File: config.mk
export PLATFORM = sky130hd
export DESIGN_NAME = output_port_lookup
export DESIGN_NICKNAME = d
export VERILOG_FILES = /design/src/hw/nic_pkg.sv /design/src/hw/output_port_lookup.sv
export SDC_FILE = /design/constraint.sdc
export NUM_CORES = 1
export LEC_CHECK = 0
export BUFFER_PORTS_ARGS = -buffer_cell sky130_fd_sc_hd__buf_4
export CORE_ASPECT_RATIO = 0.9
export CORE_MARGIN = 5
export CORE_UTILIZATION = 30
export DETAILED_ROUTE_END_ITERATION = 10
export GPL_TIMING_DRIVEN = 0
export SETUP_SLACK_MARGIN = 0.5
export SYNTH_ARGS = -nofsm -noshare
export SYNTH_HDL_FRONTEND = slang
export SYNTH_SLANG_ARGS = --single-unit
File: constraint.sdc
create_clock -name axis_aclk -period 4.89 [get_ports axis_aclk]
set_clock_uncertainty 0.05 [all_clocks]
set_input_delay 0.489 -clock axis_aclk [delete_from_list [all_inputs] [get_ports axis_aclk]]
set_output_delay 0.489 -clock axis_aclk [all_outputs]
set_load 0.02 [all_outputs]
File: src/hw/nic_pkg.sv
// Shared widths, port numbering, register map and bus structs; import with nic_pkg::*
package nic_pkg;

  // ------------------------------------------------------------
  // Stream geometry and port numbering
  // ------------------------------------------------------------
  localparam int num_ports  = 3;
  localparam int port_mac0  = 0;
  localparam int port_mac1  = 1;
  localparam int port_dma   = 2;
  localparam int data_width = 64;
  localparam int keep_width = 8;
  localparam int fifo_depth = 16;
  localparam int fifo_ptr_w = $clog2(fifo_depth);

  typedef logic [7:0] port_mask_t;

  localparam port_mask_t mask_mac0 = port_mask_t'(1 << port_mac0);
  localparam port_mask_t mask_mac1 = port_mask_t'(1 << port_mac1);
  localparam port_mask_t mask_dma  = port_mask_t'(1 << port_dma);

  // Metadata word carried in tuser
  typedef struct packed {
    logic [15:0] pkt_len;
    port_mask_t  src_port;
    port_mask_t  dst_port;
  } meta_t;

  typedef struct packed {
    logic [data_width-1:0] tdata;
    logic [keep_width-1:0] tkeep;
    meta_t                 tuser;
    logic                  tlast;
  } axis_beat_t;

  // ------------------------------------------------------------
  // AXI4-Lite register bus
  // ------------------------------------------------------------
  typedef struct packed {
    logic [31:0] awaddr;
    logic        awvalid;
    logic [31:0] wdata;
    logic [3:0]  wstrb;
    logic        wvalid;
    logic        bready;
    logic [31:0] araddr;
    logic        arvalid;
    logic        rready;
  } axil_req_t;

  typedef struct packed {
    logic        awready;
    logic        wready;
    logic [1:0]  bresp;
    logic        bvalid;
    logic        arready;
    logic [31:0] rdata;
    logic [1:0]  rresp;
    logic        rvalid;
  } axil_rsp_t;

  // Register map
  localparam logic [31:0] reg_id      = 32'h00;
  localparam logic [31:0] reg_ctrl    = 32'h04;
  localparam logic [31:0] reg_rx_base = 32'h10;
  localparam logic [31:0] reg_tx_base = 32'h20;
  localparam logic [31:0] reg_drop    = 32'h30;
  localparam logic [31:0] id_value    = 32'h4E46_4E43;

  localparam logic [1:0] resp_okay   = 2'd0;
  localparam logic [1:0] resp_slverr = 2'd2;

endpackage

File: src/hw/output_port_lookup.sv
// One-stage registered lookup; picks the destination port or marks the packet for drop
module output_port_lookup
  import nic_pkg::*;
(
  input  logic       axis_aclk,
  input  logic       rst_n,
  input  axis_beat_t arb_beat,
  input  logic       arb_valid,
  output logic       arb_ready,
  output axis_beat_t lkp_beat,
  output logic       lkp_valid,
  output logic       lkp_drop,
  input  logic       lkp_ready
);

  logic       sop;       // Next input beat starts a packet
  port_mask_t hold_dst;
  logic       hold_drop;
  port_mask_t new_dst;
  logic       new_drop;
  port_mask_t dst_sel;
  logic       drop_sel;
  logic       xfer_in;

  // MAC traffic goes to DMA; DMA traffic needs exactly one MAC bit
  always_comb begin
    if (arb_beat.tuser.src_port == mask_dma) begin
      new_dst  = arb_beat.tuser.dst_port;
      new_drop = !(new_dst == mask_mac0 || new_dst == mask_mac1);
    end else begin
      new_dst  = mask_dma;
      new_drop = 1'b0;
    end
  end

  // Decision made on the first beat covers the whole packet
  assign dst_sel   = sop ? new_dst : hold_dst;
  assign drop_sel  = sop ? new_drop : hold_drop;
  assign arb_ready = !lkp_valid || lkp_ready;
  assign xfer_in   = arb_valid && arb_ready;

  always_ff @(posedge axis_aclk) begin
    if (!rst_n) begin
      lkp_valid <= 1'b0;
      sop       <= 1'b1;
    end else begin
      if (xfer_in) begin
        lkp_valid <= 1'b1;
        sop       <= arb_beat.tlast;
      end else if (lkp_ready) begin
        lkp_valid <= 1'b0;
      end
    end
  end

  always_ff @(posedge axis_aclk) begin
    if (xfer_in) begin
      lkp_beat                <= arb_beat;
      lkp_beat.tuser.dst_port <= dst_sel;
      lkp_drop                <= drop_sel;
      hold_dst                <= dst_sel;
      hold_drop               <= drop_sel;
    end
  end

endmodule

==> metrics <==
register area share after synthesis=between 90% and 100%; largest net degree at the start of global routing=between 60 and 70; pin slew with the least headroom to its limit=458 ps; Max Cap Viol=0; Routability Congestion=0.690; clk slew on worst S/H paths=around 70 ps; via/cell ratio=between 4 and 5; Yosys Warn Count=0; Switching Fraction=around a fifth; CTS tree=yes; CTS Buffer Depth=2; Comb power frac=11.5%; syn_nets=approximately 240; Residual DRC=0; Net Switching=~0.45 mW; setup total negative slack=0 ps; Gate Count Post-Synth=roughly 130; Port Buffers=216; distinct cell type count after synthesis=16; latest clock arrival within the worst-skew pair=about 330 ps; Yosys top cell area share=a little over nine tenths; RSZ-0062 raised after global routing=no; Rows=36; critical path startpoint category=register; Finish-stage setup viols=0; Post-CTS Resized=0; NumNets Final=between 400 and 500; Design Power=between 2 and 2.5 mW; Max Clock Freq=around 0.58 GHz; syn avg cell area=25.6 um2; total grt overflow=0; DP Worst Slack=roughly 2900 ps; synthesized area=between 3000 and 4000 um2; CP Data Required Time=about 4800 ps; Synth Register Bits=~110; status=finished clean; Hold Path Class=input port to register; dpl hpwl=6.80 mm; 1st-iter DRT viols=159; Worst VDD drop=~0.22 mV; final setup margin=roughly 3200 ps; worst path arrival time=1670 ps; Routed Antenna Nets=0; I/O Pins=around 220; Final min period=between 1500 and 2000 ps; CTS Root Cell=clkbuf_16; kind of critical path=register to register; Clock Sinks=roughly 110; drt total wl=roughly 8.7 mm; Hold Buf Count CTS=0; worst relative slew slack=69.5%; post-synth top area cell=edfxtp_1; Final Cycle Share=35.2%; setup repair bufs after CTS=0; Final Hold Fails=0; # diodes=0; area grow syn2layout=63.9%; layout cells sized above 1=around 64%; vias in the first global route=2,224; crit end category=register; Reg power frac=52.3%; PwrDens=~380 nW/um2; htree depth=3; via count=about 2,100; Inserted Clock Buffers=9; Slew Limit Fails=0; first-pass GRT wire length=about 13 mm; Die Y=between 100 and 150 um; antenna violations before repair=0; Starting Density=just over 30%; Pint=approximately 1.6 mW; gr usage total=about 12%; top area cells in the synthesized netlist=edfxtp_1 94%, and2_1 1.5%, dfxtp_1 1.2%, nand2b_1 0.37%, nor4_1 0.37%; die area=around 13,000 um2; per-cell routed wire length=around 17 um; Pre-Repair DR Iteration Count=4; clock power share=roughly 36%; CP Max Fanout=about 70; core area=around 11,000 um2; Lkg Pwr=roughly 2.3 nW; Die Wd=around 120 um; Core Util, Final=between 50 and 60%
[power groups by stage]
stage          Sequential [mW]  Clock (mW)  Combinational (mW)
2_1_floorplan             1.18           0              0.0208
3_3_place_gp              1.12           0               0.237
3_5_place_dp              1.11           0               0.245
4_1_cts                   1.09       0.779               0.245
5_1_grt                   1.10       0.823               0.255
6_report                  1.09       0.756               0.241
[final timing paths]
check / start / slack, ps / depth (start not counted) / to
worst min-delay path: arb_beat[43] / 280 / 1 / lkp_beat[43]
worst min register to register: sop / 450 / 2 / sop
worst max-delay path: lkp_valid / 3170 / 3 / lkp_beat[82]
worst max register to register: lkp_valid / 3170 / 3 / lkp_beat[82]
[flip-flops by register name, summed over array words and instances (netlist names)]
signal	count
hold_drop	1
lkp_beat	97
sop	1
hold_dst	8
lkp_valid	1
[Yosys cell counts (all sizes together)]
cell and number:
edfxtp 106, and2 8, a21boi 2, dfxtp 2, inv 2, nand2b 2, nor4 2, and3 1
and4b 1, buf 1, nand3 1, nor2 1, nor3 1, o211ai 1, xnor2 1
[stage by stage]
| step | instances | cell area, um2 | hold slack (ps) |
|---|---|---|---|
| 2_1_floorplan | 132 | 3380 | 414 |
| 3_3_place_gp | 500 | 5190 | 434 |
| 3_5_place_dp | 501 | 5220 | 444 |
| 4_1_cts | 517 | 5540 | 262 |
| 5_1_grt | 517 | 5540 | 251 |
| 6_report | 517 | 5540 | 276 |
[cells by family after synthesis]
logic type	Yosys count	share of synthesized area, %
AOI/OAI and AO/OA	3	0.778
xor gates and xnor gates	1	0.259
buffers and inverters	3	0.445
DFF	108	95.4
and+or+nand+nor	17	3.11
[area by class of cell]
type	count	area, um2
multi-input combinational	21	143
sequential	108	3220
buffer	1	7.51
fill	961	5410
tap	152	190
clock inverter	7	91.3
timing repair buffer	217	1650
clock buffer	9	225
inverter	2	7.51
[worst max-delay path, stage by stage (launching register included)]
cell	delay [ps]
dfxtp_1	320
nand2b_1	150
and2_4	470
buf_16	340
[cell usage in the layout (no fill, tap or decap), types with 2 or more instances in the layout]
cell       netlist  final
dfxtp_1          2      2
clkinv_4         0      2
edfxtp_1       106    106
clkinv_2         0      2
and2_1           8      7
nand2b_1         2      2
inv_1            2      2
nor4_1           2      2
clkbuf_16        0      9
bufinv_16        0      2
buf_4            1    217
[per-layer routing]
| metal | wire length [um] | vias up | GRT usage (%) | share of wire, % |
|---|---|---|---|---|
| li1 | - | 974 | - | - |
| met1 | 2970 | 1007 | 13.1 | 34 |
| met5 | 0 | - | 0 | 0 |
| met3 | 1320 | 10 | 7.40 | 15 |
| met4 | 85 | 0 | 2.91 | 0.98 |
| met2 | 4280 | 137 | 20.9 | 49 |
No activity file was read; power rests on OpenSTA's default activity.
