==> config.mk <==
export PLATFORM = sky130hd
export DESIGN_NAME = input_arbiter
export DESIGN_NICKNAME = d
export VERILOG_FILES = /design/src/hw/nic_pkg.sv /design/src/hw/input_arbiter.sv
export SDC_FILE = /design/constraint.sdc
export NUM_CORES = 1
export LEC_CHECK = 0
export BUFFER_PORTS_ARGS = -buffer_cell sky130_fd_sc_hd__buf_2
export CORE_AREA = 2 2 170 172
export CTS_CLUSTER_DIAMETER = 60
export DETAILED_ROUTE_END_ITERATION = 10
export DIE_AREA = 0 0 172 174
export PLACE_DENSITY = 0.38
export RECOVER_POWER = 50
export SYNTH_ARGS = -nofsm -noshare
export SYNTH_HDL_FRONTEND = slang
export SYNTH_SLANG_ARGS = --single-unit
==> constraint.sdc <==
create_clock -name axis_aclk -period 7.3 [get_ports axis_aclk]
set_clock_uncertainty 0.1 [all_clocks]
set_input_delay 1.095 -clock axis_aclk [delete_from_list [all_inputs] [get_ports axis_aclk]]
set_output_delay 1.095 -clock axis_aclk [all_outputs]
set_load 0.02 [all_outputs]
==> src/hw/nic_pkg.sv <==
// Shared widths, port numbering, register map and bus structs; import with nic_pkg::*
package nic_pkg;

  // ------------------------------------------------------------
  // Stream geometry and port numbering
  // ------------------------------------------------------------
  localparam int num_ports  = 3;
  localparam int port_mac0  = 0;
  localparam int port_mac1  = 1;
  localparam int port_dma   = 2;
  localparam int data_width = 64;
  localparam int keep_width = 8;
  localparam int fifo_depth = 16;
  localparam int fifo_ptr_w = $clog2(fifo_depth);

  typedef logic [7:0] port_mask_t;

  localparam port_mask_t mask_mac0 = port_mask_t'(1 << port_mac0);
  localparam port_mask_t mask_mac1 = port_mask_t'(1 << port_mac1);
  localparam port_mask_t mask_dma  = port_mask_t'(1 << port_dma);

  // Metadata word carried in tuser
  typedef struct packed {
    logic [15:0] pkt_len;
    port_mask_t  src_port;
    port_mask_t  dst_port;
  } meta_t;

  typedef struct packed {
    logic [data_width-1:0] tdata;
    logic [keep_width-1:0] tkeep;
    meta_t                 tuser;
    logic                  tlast;
  } axis_beat_t;

  // ------------------------------------------------------------
  // AXI4-Lite register bus
  // ------------------------------------------------------------
  typedef struct packed {
    logic [31:0] awaddr;
    logic        awvalid;
    logic [31:0] wdata;
    logic [3:0]  wstrb;
    logic        wvalid;
    logic        bready;
    logic [31:0] araddr;
    logic        arvalid;
    logic        rready;
  } axil_req_t;

  typedef struct packed {
    logic        awready;
    logic        wready;
    logic [1:0]  bresp;
    logic        bvalid;
    logic        arready;
    logic [31:0] rdata;
    logic [1:0]  rresp;
    logic        rvalid;
  } axil_rsp_t;

  // Register map
  localparam logic [31:0] reg_id      = 32'h00;
  localparam logic [31:0] reg_ctrl    = 32'h04;
  localparam logic [31:0] reg_rx_base = 32'h10;
  localparam logic [31:0] reg_tx_base = 32'h20;
  localparam logic [31:0] reg_drop    = 32'h30;
  localparam logic [31:0] id_value    = 32'h4E46_4E43;

  localparam logic [1:0] resp_okay   = 2'd0;
  localparam logic [1:0] resp_slverr = 2'd2;

endpackage

==> src/hw/input_arbiter.sv <==
// Packet-level round-robin arbiter; merges the three input streams and stamps src_port
module input_arbiter
  import nic_pkg::*;
(
  input  logic                 axis_aclk,
  input  logic                 rst_n,
  input  axis_beat_t           s_axis [num_ports],
  input  logic [num_ports-1:0] s_valid,
  output logic [num_ports-1:0] s_ready,
  output axis_beat_t           arb_beat,
  output logic                 arb_valid,
  input  logic                 arb_ready,
  output logic [num_ports-1:0] rx_pkt
);

  logic [1:0] ptr;     // First port searched for the next packet
  logic [1:0] cur;     // Port that owns the grant mid-packet
  logic       in_pkt;
  logic [1:0] pick;
  logic [1:0] idx;
  logic       found;
  logic [1:0] sel;
  logic       have_grant;
  logic       xfer;

  // Search from the pointer for the first port with data
  always_comb begin
    pick  = ptr;
    found = 1'b0;
    idx   = ptr;
    for (int k = 0; k < num_ports; k++) begin
      idx = 2'((int'(ptr) + k) % num_ports);
      if (!found && s_valid[idx]) begin
        pick  = idx;
        found = 1'b1;
      end
    end
  end

  assign sel        = in_pkt ? cur : pick;
  assign have_grant = in_pkt | found;
  assign arb_valid  = have_grant & s_valid[sel];
  assign xfer       = arb_valid & arb_ready;

  always_comb begin
    arb_beat                = s_axis[sel];
    arb_beat.tuser.src_port = port_mask_t'(1 << sel);
  end

  always_comb begin
    s_ready      = '0;
    rx_pkt       = '0;
    s_ready[sel] = have_grant & arb_ready;
    rx_pkt[sel]  = xfer & arb_beat.tlast;
  end

  // Grant is held until the last beat, then the pointer moves past the winner
  always_ff @(posedge axis_aclk) begin
    if (!rst_n) begin
      ptr    <= '0;
      cur    <= '0;
      in_pkt <= 1'b0;
    end else if (xfer) begin
      if (arb_beat.tlast) begin
        in_pkt <= 1'b0;
        ptr    <= (sel == 2'(num_ports - 1)) ? 2'd0 : sel + 2'd1;
      end else begin
        in_pkt <= 1'b1;
        cur    <= sel;
      end
    end
  end

endmodule

==> results by group <==
CTS
  – Cts bufs inserted: 3
  – Clock transition at the registers of the reported paths: 0.03 ns
  – # H-tree levels: 1
  – Post-CTS Resized: 0
  – CTS tree: yes
  – Clk sinks: 5
  – CTS root buf: clkbuf_16
  – Clock Path Buffers: 2
  – CTS Hold Bufs: 0
  – Post-CTS Setup Repair Bufs: 0
  – Skew-Pair Late Insertion Delay: 0.23 ns

Yosys
  – Syn Inst Count: 410
  – FF+latch count, synth: 5
  – Mapped Area: 2630 um2
  – Post-synth top area cell: mux2i_1
  – Synth top area cells: mux2i_1 (40%), o21ai_0 (19%), nand2_1 (16%)
  – Distinct cells, synth: 40
  – Number of enable flip-flop cells after synthesis: 0
  – YS warnings: 0
  – Ys async rst share: 0%
  – Post-synthesis sequential area ratio: 3.81%
  – Top-area cell type share of the netlist area: 39.7%
  – Synth Flop Type: dfxtp_1
  – Syn Area/Cell: 6.40 um2

Final layout
  – Nets: 1,114
  – Post-route cell area: 5010 um2
  – Commonest non-fill, non-tap cells in the layout: buf_2 (358), nand2_1 (110), mux2i_1 (104)
  – Commonest non-fill, non-tap cell in the layout: buf_2
  – Area Overhead vs Synth: 90.8%
  – Area of the multi-input gates: 2330 um2
  – Share of layout cells above drive strength 1: 47.0%
  – Register area: 100 um2
  – # fillers: 3,314

STA
  – Min Tclk post-route: 5.91 ns
  – Final Hold Vio Count: 0
  – Unrepaired setup endpoints after global routing: no
  – Setup violations, final: 0
  – Fin. max-slew vios: 43
  – Fin crit share: 80.9%
  – Fmax: 169 MHz
  – Slew headroom: -25.1%
  – Worst slew pin tran: 1.88 ns
  – Setup_tns: 0 ns

Placement
  – Placement Cell Area: 5020 um2
  – Post-DP HPWL: 13.1 mm
  – RD Place Congestion: 0.727
  – Port Buf Inserts: 404

Pwr
  – Int Pwr: 480 uW
  – Cell area power density: 240 nW/um2
  – Total power: 1.20 mW
  – Comb pwr share: 89.5%
  – Switching Power: 722 uW
  – Share of power burned in registers: 3.0%
  – Clock share of power: 7.5%
  – Static leakage: 2.52 nW
  – Switching Share: 60.1%
  – Max IR drop VDD: 0.0000797 V

Routing
  – Vias per cell: 3.69
  – Antenna Nets Post-Route: 0
  – Wire length per cell: 13.0 um
  – Drt pass-1 iters: 4
  – Vias: 4,327
  – Total Wirelength: 15.2 mm
  – DRC viols: 0
  – Initial DRC count: 99

GRT
  – Vias in the first global route: 4,042
  – First-pass GRT wire length: 21.3 mm
  – Initial antenna violation count: 2
  – Total track usage: 8.92%
  – Largest net degree at the start of global routing: 56
  – Remaining Overflow, GRT: 0

Die
  – CORE AREA: 28,200 um2
  – Die W: 172 um
  – Die Area: 29,900 um2
  – Rows: 62
  – Initial Util: 9.30%
  – Io pins: 433
  – Height of the die: 174 um

Outcome
  – Status: complete, but fails checks
  – Violated checks: capacitance limit, slew limit

Run
  – Max cap viols: 1

Setup path
  – CP max FO: 42
  – CP endpoint kind: output pin
  – Critical path startpoint category: input port
  – WP data arrival: 4.71 ns
  – Setup CP Type: input port to output pin
  – CP required: 6.11 ns

Worst hold path
  – Hold crit path type: register to register
-- final cells by class --
cell class	count	area share, %
Multi-Input combinational cell	366	46.6
Timing Repair Buffer	409	39.9
Tap cell	384	9.59
Sequential cell	5	2.00
Clock buffer	4	1.57
Inverter	4	0.300
Antenna cell	1	0.0500
-- layer usage --
| layer | vias to the layer above | wire, um | global-route usage, % |
|---|---|---|---|
| met2 | 266 | 7560 | 17.2 |
| met5 | - | 16 | 0 |
| met3 | 4 | 1410 | 1.37 |
| met4 | 2 | 31 | 0.735 |
| li1 | 2201 | - | - |
| met1 | 1854 | 6200 | 10.7 |
-- registers in the layout (all words and copies together) (netlist names) --
name / flops
in_pkt: 1
cur: 2
ptr: 2
-- cell families (layout without fill, tap and decap cells) --
group	count (synthesis)	count (layout)	share of synthesized area, %
AOI/OAI and AO/OA	117	117	25.2
adders and majority gates	4	4	1.91
buffers and inverters	42	417	7.10
DFF	5	5	3.81
muxes	106	106	40.7
other	1	5	0.143
and+or+nand+nor	135	135	21.2
-- worst max-delay path, cell delays in order --
cell,delay [ns]
clkbuf_1,0.19
mux2i_1,0.16
mux2_4,0.34
a311oi_4,0.24
a21oi_1,0.28
nor2_1,0.35
clkbuf_1,1.38
nand2_1,0.19
o21ai_0,0.18
clkbuf_1,0.26
-- cells in the mapped netlist (all sizes together) (2+ instances only) --
library cell	count
o21ai	99
nand2	110
buf	22
o21bai	2
nand2b	3
dfxtp	5
ha	4
mux2i	104
clkbuf	16
nand3b	3
nor3	3
nor2b	2
inv	4
mux2	2
nor2	9
o21a	2
a21o	2
-- stage by stage --
step           instances  hold slack (ns)  util (%)  setup WS, ns
3_3_place_gp        1168            0.361      17.8          2.28
3_5_place_dp        1168            0.363      17.8          2.34
2_1_floorplan        413            0.338         -          2.84
5_1_grt             1172            0.382      17.7          1.03
4_1_cts             1172            0.368      18.1          2.33
6_report            1173            0.364      17.7          1.39
-- worst paths after layout --
check	from	to	slack, ns	depth (start not counted)
min	cur[1]	cur[1]	0.36	2
max	s_valid[1]	arb_beat[67]	1.39	10
max reg2reg	ptr[0]	ptr[0]	3.83	10
min reg2reg	cur[1]	cur[1]	0.36	2
-- power by group through the flow --
stage          Combinational [mW]  Clock (mW)  Sequential, mW
2_1_floorplan               0.735           0          0.0326
3_3_place_gp                 1.14           0          0.0362
3_5_place_dp                 1.12           0          0.0361
4_1_cts                      1.12      0.0908          0.0359
5_1_grt                      1.17      0.0931          0.0364
6_report                     1.08      0.0900          0.0359
Note: power is estimated with default switching activity, not from simulation.
