[src/hw/nic_pkg.sv]
// Shared widths, port numbering, register map and bus structs; import with nic_pkg::*
package nic_pkg;

  // ------------------------------------------------------------
  // Stream geometry and port numbering
  // ------------------------------------------------------------
  localparam int num_ports  = 3;
  localparam int port_mac0  = 0;
  localparam int port_mac1  = 1;
  localparam int port_dma   = 2;
  localparam int data_width = 64;
  localparam int keep_width = 8;
  localparam int fifo_depth = 16;
  localparam int fifo_ptr_w = $clog2(fifo_depth);

  typedef logic [7:0] port_mask_t;

  localparam port_mask_t mask_mac0 = port_mask_t'(1 << port_mac0);
  localparam port_mask_t mask_mac1 = port_mask_t'(1 << port_mac1);
  localparam port_mask_t mask_dma  = port_mask_t'(1 << port_dma);

  // Metadata word carried in tuser
  typedef struct packed {
    logic [15:0] pkt_len;
    port_mask_t  src_port;
    port_mask_t  dst_port;
  } meta_t;

  typedef struct packed {
    logic [data_width-1:0] tdata;
    logic [keep_width-1:0] tkeep;
    meta_t                 tuser;
    logic                  tlast;
  } axis_beat_t;

  // ------------------------------------------------------------
  // AXI4-Lite register bus
  // ------------------------------------------------------------
  typedef struct packed {
    logic [31:0] awaddr;
    logic        awvalid;
    logic [31:0] wdata;
    logic [3:0]  wstrb;
    logic        wvalid;
    logic        bready;
    logic [31:0] araddr;
    logic        arvalid;
    logic        rready;
  } axil_req_t;

  typedef struct packed {
    logic        awready;
    logic        wready;
    logic [1:0]  bresp;
    logic        bvalid;
    logic        arready;
    logic [31:0] rdata;
    logic [1:0]  rresp;
    logic        rvalid;
  } axil_rsp_t;

  // Register map
  localparam logic [31:0] reg_id      = 32'h00;
  localparam logic [31:0] reg_ctrl    = 32'h04;
  localparam logic [31:0] reg_rx_base = 32'h10;
  localparam logic [31:0] reg_tx_base = 32'h20;
  localparam logic [31:0] reg_drop    = 32'h30;
  localparam logic [31:0] id_value    = 32'h4E46_4E43;

  localparam logic [1:0] resp_okay   = 2'd0;
  localparam logic [1:0] resp_slverr = 2'd2;

endpackage

[src/hw/nic_regs.sv]
// AXI4-Lite register slave with identity, control and packet counters
module nic_regs
  import nic_pkg::*;
(
  input  logic                 axis_aclk,
  input  logic                 rst_n,
  input  axil_req_t            axil_req,
  output axil_rsp_t            axil_rsp,
  input  logic [num_ports-1:0] rx_pkt,
  input  logic [num_ports-1:0] tx_pkt,
  input  logic                 drop_pkt
);

  logic [31:0] rx_cnt [num_ports];
  logic [31:0] tx_cnt [num_ports];
  logic [31:0] drop_cnt;
  logic        aw_hs;
  logic        ar_hs;
  logic        clr;
  logic        bvalid_q;
  logic [1:0]  bresp_q;
  logic        rvalid_q;
  logic [1:0]  rresp_q;
  logic [31:0] rdata_q;
  logic [32:0] rd_lookup;
  logic [32:0] wr_lookup;

  // Returns {hit, read data}; unmapped addresses read as zero
  function automatic logic [32:0] reg_lookup(input logic [31:0] addr);
    logic [32:0] res;
    res = '0;
    if (addr == reg_id) begin
      res = {1'b1, id_value};
    end
    if (addr == reg_ctrl) begin
      res = {1'b1, 32'h0};
    end
    if (addr == reg_drop) begin
      res = {1'b1, drop_cnt};
    end
    for (int i = 0; i < num_ports; i++) begin
      if (addr == reg_rx_base + 32'(4 * i)) begin
        res = {1'b1, rx_cnt[i]};
      end
      if (addr == reg_tx_base + 32'(4 * i)) begin
        res = {1'b1, tx_cnt[i]};
      end
    end
    return res;
  endfunction

  always_comb begin
    rd_lookup = reg_lookup(axil_req.araddr);
    wr_lookup = reg_lookup(axil_req.awaddr);
  end

  // ------------------------------------------------------------
  // Channel handshakes
  // ------------------------------------------------------------
  assign aw_hs = axil_req.awvalid && axil_req.wvalid && !bvalid_q;
  assign ar_hs = axil_req.arvalid && !rvalid_q;
  assign clr   = aw_hs && (axil_req.awaddr == reg_ctrl) && axil_req.wstrb[0]
                 && axil_req.wdata[0];

  always_comb begin
    axil_rsp         = '0;
    axil_rsp.awready = aw_hs;
    axil_rsp.wready  = aw_hs;
    axil_rsp.bvalid  = bvalid_q;
    axil_rsp.bresp   = bresp_q;
    axil_rsp.arready = ar_hs;
    axil_rsp.rvalid  = rvalid_q;
    axil_rsp.rresp   = rresp_q;
    axil_rsp.rdata   = rdata_q;
  end

  always_ff @(posedge axis_aclk) begin
    if (!rst_n) begin
      bvalid_q <= 1'b0;
      rvalid_q <= 1'b0;
    end else begin
      if (aw_hs) begin
        bvalid_q <= 1'b1;
      end else if (axil_req.bready) begin
        bvalid_q <= 1'b0;
      end
      if (ar_hs) begin
        rvalid_q <= 1'b1;
      end else if (axil_req.rready) begin
        rvalid_q <= 1'b0;
      end
    end
  end

  always_ff @(posedge axis_aclk) begin
    if (aw_hs) begin
      bresp_q <= wr_lookup[32] ? resp_okay : resp_slverr;
    end
    if (ar_hs) begin
      rresp_q <= rd_lookup[32] ? resp_okay : resp_slverr;
      rdata_q <= rd_lookup[31:0];
    end
  end

  // ------------------------------------------------------------
  // Event counters that wrap at 2^32
  // ------------------------------------------------------------
  always_ff @(posedge axis_aclk) begin
    if (!rst_n || clr) begin
      drop_cnt <= '0;
      for (int i = 0; i < num_ports; i++) begin
        rx_cnt[i] <= '0;
        tx_cnt[i] <= '0;
      end
    end else begin
      drop_cnt <= drop_cnt + 32'(drop_pkt);
      for (int i = 0; i < num_ports; i++) begin
        rx_cnt[i] <= rx_cnt[i] + 32'(rx_pkt[i]);
        tx_cnt[i] <= tx_cnt[i] + 32'(tx_pkt[i]);
      end
    end
  end

endmodule

[config.mk]
export PLATFORM = sky130hd
export DESIGN_NAME = nic_regs
export DESIGN_NICKNAME = d
export VERILOG_FILES = /design/src/hw/nic_pkg.sv /design/src/hw/nic_regs.sv
export SDC_FILE = /design/constraint.sdc
export NUM_CORES = 1
export LEC_CHECK = 0
export BUFFER_PORTS_ARGS = -buffer_cell sky130_fd_sc_hd__buf_4
export CAP_MARGIN = 10
export CORE_MARGIN = 5
export CORE_UTILIZATION = 53
export DETAILED_ROUTE_END_ITERATION = 8
export PLACE_DENSITY = 0.76
export SETUP_SLACK_MARGIN = 0.15
export SYNTH_ARGS = -nofsm -noshare
export SYNTH_HDL_FRONTEND = slang
export SYNTH_SLANG_ARGS = --single-unit
[constraint.sdc]
create_clock -name axis_aclk -period 2.2 [get_ports axis_aclk]
set_input_delay 0.22 -clock axis_aclk [delete_from_list [all_inputs] [get_ports axis_aclk]]
set_output_delay 0.22 -clock axis_aclk [all_outputs]
set_load 0.01 [all_outputs]
==> impl_metrics.json <==
{
  "cts-root-buf": "clkbuf_16",
  "grt_pass1_wl_um": 63100,
  "cts.sinks": 260,
  "endpoint_kind": "register",
  "netlist_instances": 1598,
  "cap_violations": 0,
  "vias": 12929,
  "period_minus_slack_ps": 2110,
  "status": "completed",
  "clock_latency_ps": 560,
  "min_from": "rx_pkt[0]",
  "dieArea_um2": 28500,
  "finalSetupViolations": 0,
  "vdd_ir_drop_max_v": 0.000657,
  "cts_tree": "built",
  "cts_inserted_buffers": 28,
  "reg2reg_depth": 7,
  "core_um2": 25000,
  "num_rows": 58,
  "crit_type": "reg2reg",
  "fin_util_pct": 66.8,
  "finClkSkew_ps": 25.6,
  "worst_setup_path_start_kind": "register",
  "syn_avg_cell_area_um2": 8.35,
  "async_reset_ff_share_pct": 0,
  "dp_hpwl_um": 29200,
  "layout_common_cells": "nor2_1, dfxtp_1, buf_4",
  "diodes": 0,
  "grt_pass1_vias": 11798,
  "synth-edff-count": 34,
  "p_leak_uw": 0.00567,
  "cts_buffer_depth": 3,
  "wire_per_inst_um": 19.9,
  "path_cells": "nand3b_1 > or4_4 > o31ai_4 > buf_6 > buf_12 > clkbuf_16 > nor2_1",
  "slew_headroom_pct": 59.4,
  "rsz0062_at_grt": "yes",
  "nFillCells": 2036,
  "holdWs_ps": 10.8,
  "nets": 1905,
  "min_path_cells": 3,
  "worst_pin_slew_ps": 608,
  "ios": 155,
  "cellPowerDensity_nw_per_um2": 606,
  "antenna_found_initial": 0,
  "grt_max_degree": 50,
  "mostFrequentLayoutCell": "nor2_1",
  "worstSetupStartpoint": "bvalid_q",
  "clkTransAtPathRegs_ps": 60,
  "drt-initial-drc-count": 1665,
  "critical_path.max_stage_delay_ps": 530,
  "place_congestion": 0.969,
  "fmax_ghz": 0.474,
  "crit_required_ps": 2640,
  "overflow": 0,
  "yosysSeqAreaShare_pct": 41.5,
  "cp_data_arrival_time_ps": 2550,
  "maxSlewViolCount": 0,
  "dr.pass1.iters": 5,
  "drc": 0,
  "worst_slack_ps": 91.2,
  "r2r-start": "bvalid_q",
  "ant_nets": 0,
  "vias_per_cell": 6.07,
  "post-place-ws_ps": -364,
  "synth_ff_type": "dfxtp_1",
  "syn_area_um2": 13400,
  "chipHeight_um": 169,
  "start_util_pct": 53.5,
  "track_usage_pct": 27.2,
  "finalCritPeriodShare_pct": 95.9,
  "ys_warn_count": 0,
  "power_uw": 10100,
  "placement.io_buffers": 118,
  "routed_wirelength_um": 42300,
  "crit_path_top_delay_cell": "or4_4",
  "die_w_um": 169,
  "syn_to_final_growth_pct": 24.9,
  "hp-class": "in2reg",
  "yosysUniqueCellTypes": 55,
  "drive_above_1_share_pct": 18.4,
  "hold_viol": 0,
  "synth-seq-cells": 260,
  "crit_fanout": 16,
  "h-tree-depth": 1
}
## worst max-delay path, delay by kind of cell (launching register included)
| kind | cells | cell delay, ps |
|---|---|---|
| buf+inv | 3 | 550 |
| flops | 1 | 330 |
| compound gates | 1 | 290 |
| simple gates | 3 | 800 |
## flip-flops by register name (all words and copies together), names as in the netlist
name,count
rdata_q,32
bresp_q,1
tx_cnt,96
bvalid_q,1
rvalid_q,1
rresp_q,1
rx_cnt,96
drop_cnt,32
## report_power, final
part	switching [µW]	total, µW	internal (µW)
Sequential	43.2	4910	4860
Clock	1950	4510	2560
Combinational	334	680	346
## cells by family after synthesis
kind of cell    Yosys count  share of synthesized area, %
simple gates            765                          29.6
flops                   260                          41.5
compound gates          215                          10.6
xor+xnor                177                          11.6
buf+inv                 161                          4.96
fa+ha+maj                14                          1.31
mux                       5                         0.375
other cells               1                        0.0281
## per-stage QoR
stage          setup TNS (ps)  cell area (µm²)  instances
3_3_place_gp            -3730            15200       2051
4_1_cts                     0            16100       2108
3_5_place_dp            -5090            15200       2051
2_1_floorplan               0            13400       1599
6_report                    0            16700       2129
5_1_grt                     0            16700       2129
## per-layer routing
metal	GRT usage [%]	vias to the layer above	wire length, µm
met5	0	-	0
met4	8.22	0	1200
met3	4.58	84	4470
met2	41.6	691	18600
met1	39.6	6109	18000
li1	-	6045	-
## final timing paths
kind | end | slack, ps
min | rx_cnt[0][0] | 10
max | tx_cnt[0][6] | 90
max reg2reg | tx_cnt[0][6] | 90
min reg2reg | rx_cnt[0][31] | 490
## cell type report
cell class | instances | area (µm²) | share of cell area [%]
Clock buffer | 46 | 828 | 4.97
Clock inverter | 6 | 42.5 | 0.255
Inverter | 59 | 221 | 1.33
Multi-Input combinational cell | 1178 | 7320 | 43.9
Timing Repair Buffer | 250 | 2290 | 13.7
Tap cell | 330 | 413 | 2.48
Sequential cell | 260 | 5560 | 33.3
## cells in the mapped netlist (45+ instances only)
| master | count | share of area (%) |
|---|---|---|
| inv_1 | 59 | 1.7 |
| nor3_1 | 113 | 4.2 |
| nor2_1 | 229 | 6.4 |
| nand3_1 | 74 | 2.8 |
| a21oi_1 | 56 | 2.1 |
| clkbuf_1 | 68 | 1.9 |
| nand2_1 | 80 | 2.2 |
| xnor2_1 | 129 | 8.5 |
| nand4_1 | 54 | 2.5 |
| xor2_1 | 48 | 3.1 |
| dfxtp_1 | 226 | 34 |
| nor4_1 | 54 | 2.5 |
| or3_1 | 45 | 2.1 |
## timing repair
| action | in CTS | in global routing |
|---|---|---|
| cloned | 0 | 14 |
| resized for setup | 4 | 44 |
| pin swaps | 0 | 4 |
| hold buffers | 5 | 0 |
| endpoints found under the setup margin | 11 | 154 |
| buffers inserted | 0 | 7 |
| endpoints found under the hold margin | 3 | 0 |
Power figures use the tool's default switching activity.
